## config.mk

```make
export PLATFORM = sky130hd
export DESIGN_NAME = cpu_core
export DESIGN_NICKNAME = d
export VERILOG_FILES = /design/src/hdl/cpu_pkg.sv /design/src/hdl/fetch_unit.sv /design/src/hdl/decode_stage.sv /design/src/hdl/register_file.sv /design/src/hdl/alu.sv /design/src/hdl/memory_unit.sv /design/src/hdl/cpu_core.sv
export SDC_FILE = /design/constraint.sdc
export NUM_CORES = 2
export LEC_CHECK = 0
export ABC_AREA = 1
export BUFFER_PORTS_ARGS = -buffer_cell sky130_fd_sc_hd__buf_2
export CAP_MARGIN = 30
export CORE_AREA = 2 2 469 471
export CTS_CLUSTER_DIAMETER = 30
export DETAILED_ROUTE_END_ITERATION = 8
export DIE_AREA = 0 0 471 473
export MAX_ROUTING_LAYER = met4
export PLACE_DENSITY = 0.49
export SYNTH_ARGS = -nofsm -noshare
export SYNTH_HDL_FRONTEND = slang
export SYNTH_SLANG_ARGS = --single-unit
export TNS_END_PERCENT = 1
```

## constraint.sdc

```tcl
create_clock -name clock -period 23.2 [get_ports clock]
set_input_delay 1.16 -clock clock [delete_from_list [all_inputs] [get_ports clock]]
set_output_delay 1.16 -clock clock [all_outputs]
set_load 0.1 [all_outputs]
```

## src/hdl/cpu_pkg.sv

```systemverilog
package cpu_pkg;

    // ########################################
    // Instruction classes and ALU operations
    // ########################################

    typedef enum logic [4:0] {
        OPCODE_NOP    = 5'h00,
        OPCODE_LOAD   = 5'h01,
        OPCODE_STORE  = 5'h02,
        OPCODE_ALUM   = 5'h03,
        OPCODE_ALUMI  = 5'h04,
        OPCODE_ALU    = 5'h05,
        OPCODE_BRANCH = 5'h06,
        OPCODE_JUMP   = 5'h07
    } t_opcode;

    // Top bit selects the extended set
    typedef enum logic [4:0] {
        OP_ADD  = 5'h00,
        OP_SUB  = 5'h01,
        OP_AND  = 5'h02,
        OP_OR   = 5'h03,
        OP_XOR  = 5'h04,
        OP_COPY = 5'h05,
        OP_SHL  = 5'h10,
        OP_SHR  = 5'h11,
        OP_SAR  = 5'h12,
        OP_CMP  = 5'h13
    } t_alu_op;

    typedef enum logic [1:0] {
        WIDTH_BYTE = 2'd0,
        WIDTH_HALF = 2'd1,
        WIDTH_WORD = 2'd2
    } t_cycle_width;

    localparam logic [31:0] RESET_PC = 32'h0000_0000;
    localparam int REG_COUNT = 16;

    // Branch conditions, carried in the data register field
    localparam logic [3:0] COND_ALWAYS = 4'd0;
    localparam logic [3:0] COND_EQ     = 4'd1;
    localparam logic [3:0] COND_NE     = 4'd2;
    localparam logic [3:0] COND_LT     = 4'd3;
    localparam logic [3:0] COND_GE     = 4'd4;
    localparam logic [3:0] COND_CS     = 4'd5;
    localparam logic [3:0] COND_CC     = 4'd6;

    // ########################################
    // Stage registers and bus
    // ########################################

    typedef struct packed {
        logic zero;
        logic negative;
        logic carry;
        logic overflow;
    } t_flags;

    typedef struct packed {
        logic [31:0]  instruction;
        logic [31:0]  address;
        logic         memory_access_cycle;
        logic         memory_read;
        logic         memory_write;
        t_cycle_width width;
        logic [15:0]  alu_immediate;
        logic [3:0]   reg_address_index;
        logic [3:0]   reg_data_index;
        logic [3:0]   reg_operand_index;
        t_alu_op      alu_op;
        logic         alu_immediate_cycle;
        logic         branch_cycle;
        logic         jump_cycle;
        logic         status_register_write;
    } t_decoded;

    typedef struct packed {
        logic [31:0] result;       // Effective address or value
        logic [31:0] store_data;
        t_flags      flags;
        t_decoded    ctrl;
    } t_executed;

    typedef struct packed {
        logic        cyc;
        logic        stb;
        logic        we;
        logic [31:0] adr;
        logic [31:0] dat;
        logic [3:0]  sel;
    } t_wb_req;

    typedef struct packed {
        logic        ack;
        logic [31:0] dat;
    } t_wb_rsp;

endpackage

```

## src/hdl/fetch_unit.sv

```systemverilog
`timescale 1ns/1ps

module fetch_unit (
    input  logic             clock,
    input  logic             reset,
    input  logic             retire,
    input  logic [31:0]      next_pc,
    output cpu_pkg::t_wb_req fetch_req,
    input  cpu_pkg::t_wb_rsp fetch_rsp,
    output logic [31:0]      fetched_instruction,
    output logic [31:0]      fetched_address,
    output logic             fetch_done
);
    import cpu_pkg::*;

    logic [31:0] pc;
    logic        active;    // Bus cycle in progress
    logic        start;     // First fetch after reset
    logic        in_flight; // Word delivered but not yet retired

    assign fetch_req = '{cyc: active, stb: active, we: 1'b0,
                         adr: pc, dat: 32'h0, sel: 4'hf};

    always_ff @(posedge clock or posedge reset) begin
        if (reset) begin
            pc <= RESET_PC;
            active <= 1'b0;
            start <= 1'b1;
            in_flight <= 1'b0;
            fetch_done <= 1'b0;
        end else begin
            start <= 1'b0;
            fetch_done <= 1'b0;
            if (start)
                active <= 1'b1;
            if (active && fetch_rsp.ack) begin
                active <= 1'b0;
                fetch_done <= 1'b1;
                in_flight <= 1'b1;
            end
            // Next fetch begins as soon as the instruction retires
            if (retire) begin
                pc <= next_pc;
                active <= 1'b1;
                in_flight <= 1'b0;
            end
        end
    end

    always_ff @(posedge clock) begin
        if (active && fetch_rsp.ack) begin
            fetched_instruction <= fetch_rsp.dat;
            fetched_address <= pc;
        end
    end

    // No fetch completes while an instruction is still in flight
    a_no_fetch_in_flight: assert property (@(posedge clock) disable iff (reset)
        fetch_rsp.ack |-> !in_flight);

    // Every retire from the core belongs to a fetched instruction
    a_retire_fetched: assert property (@(posedge clock) disable iff (reset)
        retire |-> in_flight);

endmodule

```

## src/hdl/decode_stage.sv

```systemverilog
`timescale 1ns/1ps

module decode_stage (
    input  logic              clock,
    input  logic              reset,
    input  logic              fetch_done,
    input  logic [31:0]       inbound_instruction,
    input  logic [31:0]       inbound_address,
    output cpu_pkg::t_decoded decoded,
    output logic              decoded_valid
);
    import cpu_pkg::*;

    t_opcode opcode;

    assign opcode = t_opcode'(inbound_instruction[31:27]);

    always_ff @(posedge clock or posedge reset) begin
        if (reset) begin
            decoded <= '0;
            decoded.instruction <= {OPCODE_NOP, 27'h0};
            decoded_valid <= 1'b0;
        end else begin
            decoded_valid <= fetch_done;
            if (fetch_done) begin
                decoded.memory_access_cycle <= 1'b0;
                decoded.memory_read <= 1'b0;
                decoded.memory_write <= 1'b0;
                decoded.alu_immediate_cycle <= 1'b0;
                decoded.branch_cycle <= 1'b0;
                decoded.jump_cycle <= 1'b0;
                decoded.status_register_write <= 1'b0;
                decoded.alu_op <= OP_ADD;
                decoded.alu_immediate <= 16'h0;
                decoded.instruction <= inbound_instruction;

                case (opcode)
                    OPCODE_LOAD, OPCODE_STORE: begin
                        decoded.memory_access_cycle <= 1'b1;
                        decoded.memory_read <= (opcode == OPCODE_LOAD);
                        decoded.memory_write <= (opcode == OPCODE_STORE);
                        decoded.alu_immediate <= inbound_instruction[15:0];
                        decoded.alu_immediate_cycle <= 1'b1;
                    end
                    OPCODE_ALUM: begin
                        decoded.alu_op <= t_alu_op'({1'b0, inbound_instruction[15:12]});
                        decoded.status_register_write <= 1'b1;
                    end
                    OPCODE_ALUMI: begin
                        decoded.alu_op <= t_alu_op'({1'b0, inbound_instruction[15:12]});
                        decoded.alu_immediate <= {inbound_instruction[26],
                            inbound_instruction[26:24], inbound_instruction[11:0]};
                        decoded.alu_immediate_cycle <= 1'b1;
                        decoded.status_register_write <= 1'b1;
                    end
                    OPCODE_ALU: begin
                        decoded.alu_op <= t_alu_op'({1'b1, inbound_instruction[15:12]});
                        decoded.status_register_write <= 1'b1;
                    end
                    OPCODE_BRANCH: begin
                        // Word offset, scaled in execute
                        decoded.alu_immediate <= {inbound_instruction[19:16],
                            inbound_instruction[11:0]};
                        decoded.alu_immediate_cycle <= 1'b1;
                        decoded.branch_cycle <= 1'b1;
                    end
                    OPCODE_JUMP: begin
                        decoded.alu_op <= OP_COPY;
                        decoded.jump_cycle <= 1'b1;
                    end
                    default: begin
                        decoded.instruction <= {OPCODE_NOP, 27'h0}; // Unknown runs as NOP
                    end
                endcase

                decoded.width <= t_cycle_width'(inbound_instruction[26:25]);
                decoded.reg_address_index <= inbound_instruction[19:16];
                decoded.reg_data_index <= inbound_instruction[23:20];
                decoded.reg_operand_index <= inbound_instruction[11:8];
                decoded.address <= inbound_address;
            end
        end
    end

endmodule

```

## src/hdl/register_file.sv

```systemverilog
`timescale 1ns/1ps

module register_file (
    input  logic        clock,
    input  logic        reset,
    input  logic [3:0]  read_index_a,
    input  logic [3:0]  read_index_b,
    output logic [31:0] read_data_a,
    output logic [31:0] read_data_b,
    input  logic        write_enable,
    input  logic [3:0]  write_index,
    input  logic [31:0] write_data
);
    import cpu_pkg::*;

    logic [31:0] registers [REG_COUNT];

    assign read_data_a = registers[read_index_a];
    assign read_data_b = registers[read_index_b];

    always_ff @(posedge clock or posedge reset) begin
        if (reset) begin
            for (int i = 0; i < REG_COUNT; i++)
                registers[i] <= 32'h0;
        end else if (write_enable) begin
            registers[write_index] <= write_data;
        end
    end

endmodule

```

## src/hdl/alu.sv

```systemverilog
`timescale 1ns/1ps

module alu (
    input  cpu_pkg::t_alu_op alu_op,
    input  logic [31:0]      operand_a,
    input  logic [31:0]      operand_b,
    output logic [31:0]      result,
    output cpu_pkg::t_flags  flags
);
    import cpu_pkg::*;

    logic [32:0] sum;
    logic [32:0] difference;
    logic [31:0] flag_source;

    assign sum = {1'b0, operand_a} + {1'b0, operand_b};
    assign difference = {1'b0, operand_a} - {1'b0, operand_b};

    always_comb begin
        case (alu_op)
            OP_ADD:  result = sum[31:0];
            OP_SUB:  result = difference[31:0];
            OP_AND:  result = operand_a & operand_b;
            OP_OR:   result = operand_a | operand_b;
            OP_XOR:  result = operand_a ^ operand_b;
            OP_SHL:  result = operand_a << operand_b[4:0];
            OP_SHR:  result = operand_a >> operand_b[4:0];
            OP_SAR:  result = $signed(operand_a) >>> operand_b[4:0];
            default: result = operand_a; // Copy and compare pass operand_a
        endcase
    end

    // Compare sets the flags of a subtraction without keeping its value
    assign flag_source = (alu_op == OP_CMP) ? difference[31:0] : result;

    always_comb begin
        flags.zero = (flag_source == 32'h0);
        flags.negative = flag_source[31];
        flags.carry = 1'b0;
        flags.overflow = 1'b0;
        if (alu_op == OP_ADD) begin
            flags.carry = sum[32];
            flags.overflow = (operand_a[31] == operand_b[31]) && (sum[31] != operand_a[31]);
        end else if (alu_op == OP_SUB || alu_op == OP_CMP) begin
            flags.carry = difference[32]; // Borrow
            flags.overflow = (operand_a[31] != operand_b[31])
                && (difference[31] != operand_a[31]);
        end
    end

endmodule

```

## src/hdl/memory_unit.sv

```systemverilog
`timescale 1ns/1ps

module memory_unit (
    input  logic             clock,
    input  logic             reset,
    input  cpu_pkg::t_wb_req fetch_req,
    output cpu_pkg::t_wb_rsp fetch_rsp,
    input  cpu_pkg::t_wb_req data_req,
    output cpu_pkg::t_wb_rsp data_rsp,
    output logic             wb_cyc,
    output logic             wb_stb,
    output logic             wb_we,
    output logic [31:0]      wb_adr,
    output logic [31:0]      wb_dat_w,
    output logic [3:0]       wb_sel,
    input  logic [31:0]      wb_dat_r,
    input  logic             wb_ack
);
    import cpu_pkg::*;

    logic        busy;
    logic        data_owner_q;
    logic        data_owner;
    logic        is_word;
    logic        is_half;
    logic [31:0] lane_shifted;
    logic [31:0] store_lanes;

    // Grant is taken when the bus is idle and held until ack
    assign data_owner = busy ? data_owner_q : data_req.cyc;

    always_ff @(posedge clock or posedge reset) begin
        if (reset) begin
            busy <= 1'b0;
            data_owner_q <= 1'b0;
        end else if (!busy && (fetch_req.cyc || data_req.cyc)) begin
            busy <= 1'b1;
            data_owner_q <= data_req.cyc;
        end else if (busy && wb_ack) begin
            busy <= 1'b0;
        end
    end

    // Width travels as the unshifted select mask
    assign is_word = (data_req.sel == 4'b1111);
    assign is_half = (data_req.sel == 4'b0011);

    assign store_lanes = is_word ? data_req.dat :
                         is_half ? {2{data_req.dat[15:0]}} : {4{data_req.dat[7:0]}};
    assign lane_shifted = wb_dat_r >> {data_req.adr[1:0], 3'b000};

    assign wb_cyc = data_owner ? data_req.cyc : fetch_req.cyc;
    assign wb_stb = data_owner ? data_req.stb : fetch_req.stb;
    assign wb_we = data_owner & data_req.we;
    assign wb_adr = data_owner ? {data_req.adr[31:2], 2'b00} : fetch_req.adr;
    assign wb_dat_w = data_owner ? store_lanes : 32'h0;
    assign wb_sel = data_owner ? data_req.sel << data_req.adr[1:0] : fetch_req.sel;

    assign fetch_rsp.ack = wb_ack & ~data_owner;
    assign fetch_rsp.dat = wb_dat_r;
    assign data_rsp.ack = wb_ack & data_owner;
    assign data_rsp.dat = is_word ? lane_shifted :
                          is_half ? {16'h0, lane_shifted[15:0]} : {24'h0, lane_shifted[7:0]};

    a_one_owner: assert property (@(posedge clock) disable iff (reset)
        !(fetch_req.cyc && data_req.cyc));

    a_half_aligned: assert property (@(posedge clock) disable iff (reset)
        data_req.stb && is_half |-> !data_req.adr[0]);

    a_word_aligned: assert property (@(posedge clock) disable iff (reset)
        data_req.stb && is_word |-> data_req.adr[1:0] == 2'b00);

endmodule

```

## src/hdl/cpu_core.sv

```systemverilog
`timescale 1ns/1ps

module cpu_core (
    input  logic        clock,
    input  logic        reset,
    output logic        wb_cyc,
    output logic        wb_stb,
    output logic        wb_we,
    output logic [31:0] wb_adr,
    output logic [31:0] wb_dat_w,
    output logic [3:0]  wb_sel,
    input  logic [31:0] wb_dat_r,
    input  logic        wb_ack
);
    import cpu_pkg::*;

    t_wb_req     fetch_req, data_req;
    t_wb_rsp     fetch_rsp, data_rsp;
    logic [31:0] fetched_instruction, fetched_address;
    logic        fetch_done;
    t_decoded    decoded;
    logic        decoded_valid;
    logic [3:0]  read_index_b;
    logic [31:0] read_data_a, read_data_b;
    logic [31:0] immediate, operand_a, operand_b, alu_result;
    t_flags      alu_flags, status;
    t_executed   executed;
    logic        mem_active, wb_valid, retire, condition_met, reg_write;
    logic [31:0] load_data, pc_plus4, next_pc;
    logic [3:0]  sel_mask;
    t_opcode     wb_opcode;

    fetch_unit fetch0 (.clock, .reset, .retire, .next_pc, .fetch_req, .fetch_rsp,
        .fetched_instruction, .fetched_address, .fetch_done);

    decode_stage decode0 (.clock, .reset, .fetch_done,
        .inbound_instruction(fetched_instruction), .inbound_address(fetched_address),
        .decoded, .decoded_valid);

    // ########################################
    // Execute
    // ########################################

    assign read_index_b = decoded.memory_write ? decoded.reg_data_index
                                               : decoded.reg_operand_index;

    register_file regs0 (.clock, .reset, .read_index_a(decoded.reg_address_index),
        .read_index_b, .read_data_a, .read_data_b, .write_enable(reg_write),
        .write_index(executed.ctrl.reg_data_index), .write_data(
            executed.ctrl.memory_read ? load_data : executed.result));

    assign immediate = {{16{decoded.alu_immediate[15]}}, decoded.alu_immediate};
    assign operand_a = decoded.branch_cycle ? decoded.address + 32'd4 : read_data_a;
    assign operand_b = !decoded.alu_immediate_cycle ? read_data_b :
                       decoded.branch_cycle ? immediate << 2 : immediate;

    alu alu0 (.alu_op(decoded.alu_op), .operand_a, .operand_b,
        .result(alu_result), .flags(alu_flags));

    always_ff @(posedge clock or posedge reset) begin
        if (reset) begin
            executed <= '0;
            mem_active <= 1'b0;
            wb_valid <= 1'b0;
            status <= '0;
        end else begin
            wb_valid <= 1'b0;
            if (decoded_valid) begin
                executed <= '{result: alu_result, store_data: read_data_b,
                              flags: alu_flags, ctrl: decoded};
                mem_active <= decoded.memory_access_cycle;
                wb_valid <= !decoded.memory_access_cycle; // Skip the memory stage
            end
            if (mem_active && data_rsp.ack) begin
                mem_active <= 1'b0;
                wb_valid <= 1'b1;
            end
            if (retire && executed.ctrl.status_register_write)
                status <= executed.flags;
        end
    end

    always_ff @(posedge clock) begin
        if (mem_active && data_rsp.ack)
            load_data <= data_rsp.dat;
    end

    // ########################################
    // Memory and writeback
    // ########################################

    always_comb begin
        case (executed.ctrl.width)
            WIDTH_BYTE: sel_mask = 4'b0001;
            WIDTH_HALF: sel_mask = 4'b0011;
            default:    sel_mask = 4'b1111;
        endcase
    end

    assign data_req = '{cyc: mem_active, stb: mem_active, we: executed.ctrl.memory_write,
                        adr: executed.result, dat: executed.store_data, sel: sel_mask};

    memory_unit mem0 (.clock, .reset, .fetch_req, .fetch_rsp, .data_req, .data_rsp,
        .wb_cyc, .wb_stb, .wb_we, .wb_adr, .wb_dat_w, .wb_sel, .wb_dat_r, .wb_ack);

    assign retire = wb_valid;
    assign wb_opcode = t_opcode'(executed.ctrl.instruction[31:27]);
    assign reg_write = retire && (wb_opcode == OPCODE_LOAD || wb_opcode == OPCODE_ALUM
                               || wb_opcode == OPCODE_ALUMI || wb_opcode == OPCODE_ALU);

    always_comb begin
        case (executed.ctrl.reg_data_index)
            COND_ALWAYS: condition_met = 1'b1;
            COND_EQ:     condition_met = status.zero;
            COND_NE:     condition_met = !status.zero;
            COND_LT:     condition_met = status.negative ^ status.overflow;
            COND_GE:     condition_met = !(status.negative ^ status.overflow);
            COND_CS:     condition_met = status.carry;
            COND_CC:     condition_met = !status.carry;
            default:     condition_met = 1'b0;
        endcase
    end

    // Branch result already holds PC+4 plus the scaled offset
    assign pc_plus4 = executed.ctrl.address + 32'd4;
    assign next_pc = executed.ctrl.jump_cycle ? executed.result :
                     (executed.ctrl.branch_cycle && condition_met) ? executed.result
                                                                   : pc_plus4;

endmodule

```

=== Word level (Yosys, flattened, before mapping) ===
Index checks and enable logic that the tools add are counted.

* Shifts and indexed selects: 5
* Order comparisons: 4
* Bitwise operators: 11
* Eq/ne operators: 32
* Reductions and logical operators: 32
* Mux-type cells: 49
* Add/subtract/negate cells: 4

{| class="wikitable"
|+ Operators by type and width
! kind !! number
|-
| 32-bit 2-to-1 mux || 17
|-
| 512-bit bitwise mux || 1
|-
| 32-bit binary-select mux with 4-bit select || 2
|-
| 32-bit case mux with 8 select lines || 1
|-
| 32-bit demux with 4-bit select || 1
|-
| 32-bit by 3-bit adder with 32-bit output (second input constant) || 2
|-
| 32-bit by 5-bit right shift with 32-bit output || 2
|-
| 16-bit case mux with 3 select lines || 1
|-
| 5-bit by 3-bit equality test with 1-bit output (second input constant) || 7
|-
| 32-bit by 32-bit adder with 33-bit output || 1
|-
| 32-bit by 32-bit subtractor with 33-bit output || 1
|-
| 32-bit bitwise AND || 1
|-
| 32-bit zero test || 1
|-
| 32-bit OR || 1
|-
| 32-bit by 5-bit << shifter with 32-bit output || 1
|-
| 32-bit by 5-bit >>> shifter with 32-bit output || 1
|-
| 32-bit bitwise XOR || 1
|-
| 5-bit by 2-bit equality test with 1-bit output (second input constant) || 5
|-
| 5-bit equality test (second input constant) || 4
|-
| 17-bit 2-to-1 mux || 1
|-
| 1-bit 2-to-1 mux || 16
|-
| 16-bit 2-to-1 mux || 1
|-
| 5-bit by 1-bit equality test with 1-bit output (second input constant) || 3
|-
| 5-bit >= comparator (second input constant) || 3
|-
| 31 further kinds || 62
|}

* Input port bits: 35
* Output and inout bits: 71
* Register bits after elaboration: 901
* Word-level logic and storage cells: 199

=== Logic depth before layout (Yosys ltp) ===
* Word-level depth: 11
* Depth in mapped cells: 40

=== Cells and area by module ===
Synthesis repeated with hierarchy kept, for this count alone.

* Cells, all modules: 9,279
* Area total of the unflattened synthesis: 60,160.2 µm²

{| class="wikitable"
|+ By module, submodules not included
! module !! cells each !! area an instance (µm²) !! times used !! sequential area each (µm²)
|-
| register_file || 4,444 || 29,819.8 || 1 || 12,812.3
|-
| alu || 2,408 || 11,531.1 || 1 || 0.0
|-
| cpu_core || 1,249 || 8,922.3 || 1 || 4,013.8
|-
| decode_stage || 464 || 4,200.3 || 1 || 2,677.6
|-
| fetch_unit || 249 || 3,608.5 || 1 || 2,798.9
|-
| memory_unit || 465 || 2,078.2 || 1 || 50.0
|}

=== Worst setup path before layout ===
No wires, ideal clock.

* Path kind: register to output
* Start point: register mem0.busy
* End point: output port wb_stb
* Slack: 18,371 ps
* Stages on the path, launching flop included: 6
* Path buffers: 2
* Arrival time: 3,669 ps
* Cell sequence: dfrtp_1 -> o21ai_0 -> inv_1 -> clkbuf_1 -> o21ai_0 -> buf_4

* Word-level cells in the longest chain between the ends: 2

{| class="wikitable"
|+ Ends and longest elaborated chain
! item !! RTL line !! text
|-
| from (decl) || memory_unit.sv:21 || <nowiki>logic busy;</nowiki>
|-
| from (signal assigned) || memory_unit.sv:34 || <nowiki>busy <= 1'b0;</nowiki>
|-
| from (signal assigned) || memory_unit.sv:37 || <nowiki>busy <= 1'b1;</nowiki>
|-
| from (signal assigned) || memory_unit.sv:40 || <nowiki>busy <= 1'b0;</nowiki>
|-
| 1-bit 2-to-1 mux || memory_unit.sv:30 || <nowiki>assign data_owner = busy ? data_owner_q : data_req.cyc;</nowiki>
|-
| 1-bit 2-to-1 mux || n/a ||
|-
| to (decl) || cpu_core.sv:7 || <nowiki>output logic wb_stb,</nowiki>
|}

No other way between the ends.

=== Final worst setup path ===
* Start point: register, netlist name decode0.decoded[17]
* End point: register executed[109] (netlist bit)

* Word-level cells in the longest chain between the ends: 9
* Elaborated cells on any way between the ends: 16
* Classes of those cells: add/sub: 2; shift: 3; mux: 6; bitwise: 4; reduce/logical: 1

{| class="wikitable"
|+ Ends and longest elaborated chain
! item !! RTL line !! text
|-
| 4-bit inverter with 5-bit output (implied by the code) (*) || register_file.sv:18 || <nowiki>assign read_data_a = registers[read_index_a];</nowiki>
|-
| 32-bit binary-select mux with 4-bit select (*) || register_file.sv:18 ||
|-
| 32-bit 2-to-1 mux (implied by the code) (*) (2 in a row) || register_file.sv:18 ||
|-
| 32-bit 2-to-1 mux (*) || cpu_core.sv:53 || <nowiki>assign operand_a = decoded.branch_cycle ? decoded.address + 32'd4 : read_data_a;</nowiki>
|-
| 32-bit by 32-bit subtractor with 33-bit output (tied with other cells) || alu.sv:17 || <nowiki>assign difference = {1'b0, operand_a} - {1'b0, operand_b};</nowiki>
|-
| 32-bit case mux with 8 select lines || alu.sv:20 || <nowiki>case (alu_op)</nowiki>
|-
| 32-bit 2-to-1 mux (*) || alu.sv:34 || <nowiki>assign flag_source = (alu_op == OP_CMP) ? difference[31:0] : result;</nowiki>
|-
| 32-bit zero test (*) || alu.sv:37 || <nowiki>flags.zero = (flag_source == 32'h0);</nowiki>
|-
| to (signal assigned) || cpu_core.sv:69 || <nowiki>executed <= '{result: alu_result, store_data: read_data_b,</nowiki>
|-
| to (decl) || cpu_core.sv:27 || <nowiki>t_executed executed;</nowiki>
|}

Mark *: on every way between the ends. The rest lies on a longest branch, timed or not. The select of a mux whose other input is x is not followed.
A chain may end at the register's enable or synchronous reset.

==> summary.md <==
The post-CTS setup-driven buffer insertion count was 0; the placed wire-length estimate was 182000 µm. For the initial antenna violation count, the log shows 13. Setup repair after global routing left no endpoint under its margin. For the worst slew margin relative to its limit, the log shows 0.259.

In the final layout, the multi-input gates occupy 27500 µm². In this design, the largest share of critical-path delay is due to simple AND/OR/NAND/NOR gates. During placement, the flow inserted port buffers numbering 105. The synthesized netlist occupies a cell area of 54200 µm².

The count of maximum capacitance violations was 0. The worst setup path is captured at a register. Synthesis produced a netlist with a net count of 7956.

The synthesis warning total came out at 0. Register cell area after layout: 21700 µm². TritonCTS built the clock tree. The tools report the number of pins with negative max-slew slack in the final report as 0.

The cell type with the highest occurrence count on the critical path was nand2_1. The kind of path behind the tightest hold check was in -> async. Final hold analysis gives a worst-case slack of 0.377 ns.

The signed area change from the synthesized netlist to the final layout came out at 20.6%. The filler cell count was 23700; the routed wire length on met2 was 116000 µm. For the number of cells upsized or downsized after cts, the log shows 0. The clock-pin slew on the worst setup and hold paths works out to 0.05 ns.

The worst-skew pair later-pin latency is 0.84 ns, and the total via count in the routed design is 56500. The library cell used most frequently in the layout, excluding fill and tap cells, is nand2_1. The die height was 473 µm; the data arrival time at the worst-slack endpoint was 9.25 ns. The clock tree skew after final layout is 0.0685 ns.

Synthesis handed over a netlist of 7819 instances. The total routed wirelength came out at 263000 µm. For the number of global-route vias before repair, the log shows 52600.

The per-cell routed wire length was 24.3 µm; the routability congestion estimate from global placement was 1.00. The flow ran to the end, and the final reports show no timing, DRC or antenna violations. Clock tree synthesis inserted a total of 205 buffers.

The die width is 471 µm. The critical path is of the reg -> reg type. The first global-routing pass estimated 378000 µm of wire.

The share of the yosys chip area belonging to registers is 0.400, and the detailed-routing iteration count for the pre-antenna-repair pass is 7. Library cell used as clock root buffer: clkbuf_16. The logs give 7911 for the number of nets in the layout and 4 for the H-tree level count. The die covers 223000 µm². The maximum number of buffers from clock root to sink is 3.

Summed over all nets, wire length on met3 after detailed routing comes to 21400 µm. Setup violations remaining at the end of the flow were counted as 0. The core region is 218000 µm². For the finished layout, the period the worst path requires is 8.54 ns.

The top cell type's share of synthesized area is 0.347, and the number of vias per cell is 5.22. Number of distinct library cells after synthesis: 62. The worst setup path is launched from a register. In this run, synthesis inferred 96 flip-flops with an integrated enable. In this run, the number of DRC markers left after iteration 0 of detailed routing was 6805. The fraction of registers with async set/reset is 0.887. The most used flip-flop cell after synthesis is dfrtp_1. Summed over all layers, the global routing overflow is 0. In this run the worst path has a maximum fanout of 137. Leaving out fill and tap cells, the most frequent cells in the layout are nand2_1, o21ai_0, nand3_1. The final setup TNS came out at 0 ns. Yosys attributes the largest share of cell area to dfrtp_1, nand2_1, o21ai_0, nand3_1, inv_1. The I/O pin count is 106, and the final hold violation count is 0. Clock tree synthesis found a total of 847 sinks. In this run, synthesis produced a sequential element count of 847. Counting both buffers and inverters, the worst setup path holds a total of 5. The wire length the detailed router placed on met1 is 115000 µm, and the post-route antenna net violation count is 0. Entering global routing, the biggest net connects 186 pins. After clock tree synthesis, the flow added hold-fix buffers numbering 0. Share of post-route cells with drive strength above 1: 0.0893.

The starting density of the core came out at 0.248. The slowest stage cell on the critical path was dfrtp_4. Summed over all instances, the cell type with the most area after synthesis is dfrtp_1. For the pin with the worst max-slew slack, the measured transition is 1.10 ns.

The share of the cycle needed by the critical path after routing was 0.368. The residual DRC count was 0. The top metal layer carrying routed signals was met4. For the worst setup path, the data required time is 23.92 ns.

After floorplanning, the core was divided into 172 placement rows. Each instance of the synthesized netlist takes up on average 6.93 µm². The tools report the total routing usage reported by global routing as 0.236.

Derived from the worst setup path, the maximum achievable clock frequency is 0.117 GHz. The biggest cell delay along the critical path came out at 0.71 ns.
[Yosys cell counts (all sizes together), types with 2 or more instances]
| cell | n |
|---|---|
| clkinv | 6 |
| xnor2 | 2 |
| buf | 171 |
| o211ai | 110 |
| a221oi | 7 |
| nor2 | 355 |
| a211oi | 7 |
| nor3 | 35 |
| and3 | 4 |
| nand2 | 2303 |
| dfrtp | 750 |
| inv | 778 |
| a21boi | 2 |
| a32o | 8 |
| fa | 2 |
| o21ai | 1104 |
| clkbuf | 346 |
| xor2 | 49 |
| o21a | 81 |
| nand3b | 7 |
| ha | 100 |
| nor4 | 19 |
| or2 | 11 |
| o21bai | 7 |
| nand3 | 872 |
| nand4 | 53 |
| a21oi | 393 |
| mux2 | 2 |
| a22oi | 12 |
| o22ai | 40 |
| mux2i | 8 |
| edfxtp | 96 |
| a31oi | 13 |
| a21o | 10 |
| a2111oi | 3 |
| o221ai | 43 |
[worst paths after layout]
| check | from | endpoint | slack, ns | depth (start not counted) |
|---|---|---|---|---|
| min | reset | data_req[53] | 0.38 | 2 |
| max | decode0.decoded[17] | executed[109] | 14.66 | 32 |
| min reg2reg | fetch0.pc[21] | fetch0.fetched_address[21] | 0.44 | 0 |
| max reg2reg | decode0.decoded[17] | executed[109] | 14.66 | 32 |
| max in group asynchronous | reset | regs0.registers[148] | 20.48 | 4 |
| min in group clock | fetch0.pc[21] | fetch0.fetched_address[21] | 0.44 | 0 |
[logic make-up after synthesis]
group | Yosys count | share of synthesized area
other | 1 | 0.0000692
XOR/XNOR | 51 | 0.00825
flip-flops | 847 | 0.400
AND/OR/NAND/NOR | 3660 | 0.281
multiplexers | 10 | 0.00189
buffers and inverters | 1301 | 0.0962
adder cells (fa/ha/maj) | 102 | 0.0238
AO/OA/AOI/OAI | 1847 | 0.188
[flip-flops by register name, summed over array words and instances, names as in the netlist, 4 cells and up]
register,count
decode0.decoded,79
regs0.registers,512
data_req,65
fetch0.fetched_address,32
fetch0.fetched_instruction,32
executed,51
load_data,32
fetch0.pc,32
status,4
[per-layer routing]
metal  vias up  track usage
li1      25800            -
met1     27500        0.319
met2      2746        0.353
met3       467       0.0363
met4         0       0.0904
met5         -            -
[metrics by stage]
step,setup WS (ns),cell area [µm²],util,std cells
global placement,14.84,57400,0.263,10400
finish,14.66,65300,0.299,10800
detailed placement,14.96,57600,0.264,10400
CTS,14.93,65100,0.299,10800
floorplan,0.965,54200,-,7819
global route,14.48,65300,0.299,10800
[cell type report]
type	count	area share
Tap cell	2871	0.0550
Antenna cell	5	0.000192
Inverter	784	0.0454
Clock inverter	117	0.0279
Timing Repair Buffer	265	0.0303
Clock buffer	270	0.0881
Sequential cell	847	0.332
Multi-Input combinational cell	5671	0.421
Power is left out: the tool's default activity adds up to more than one toggle a clock period on the data nets, which glitch-free logic cannot reach.
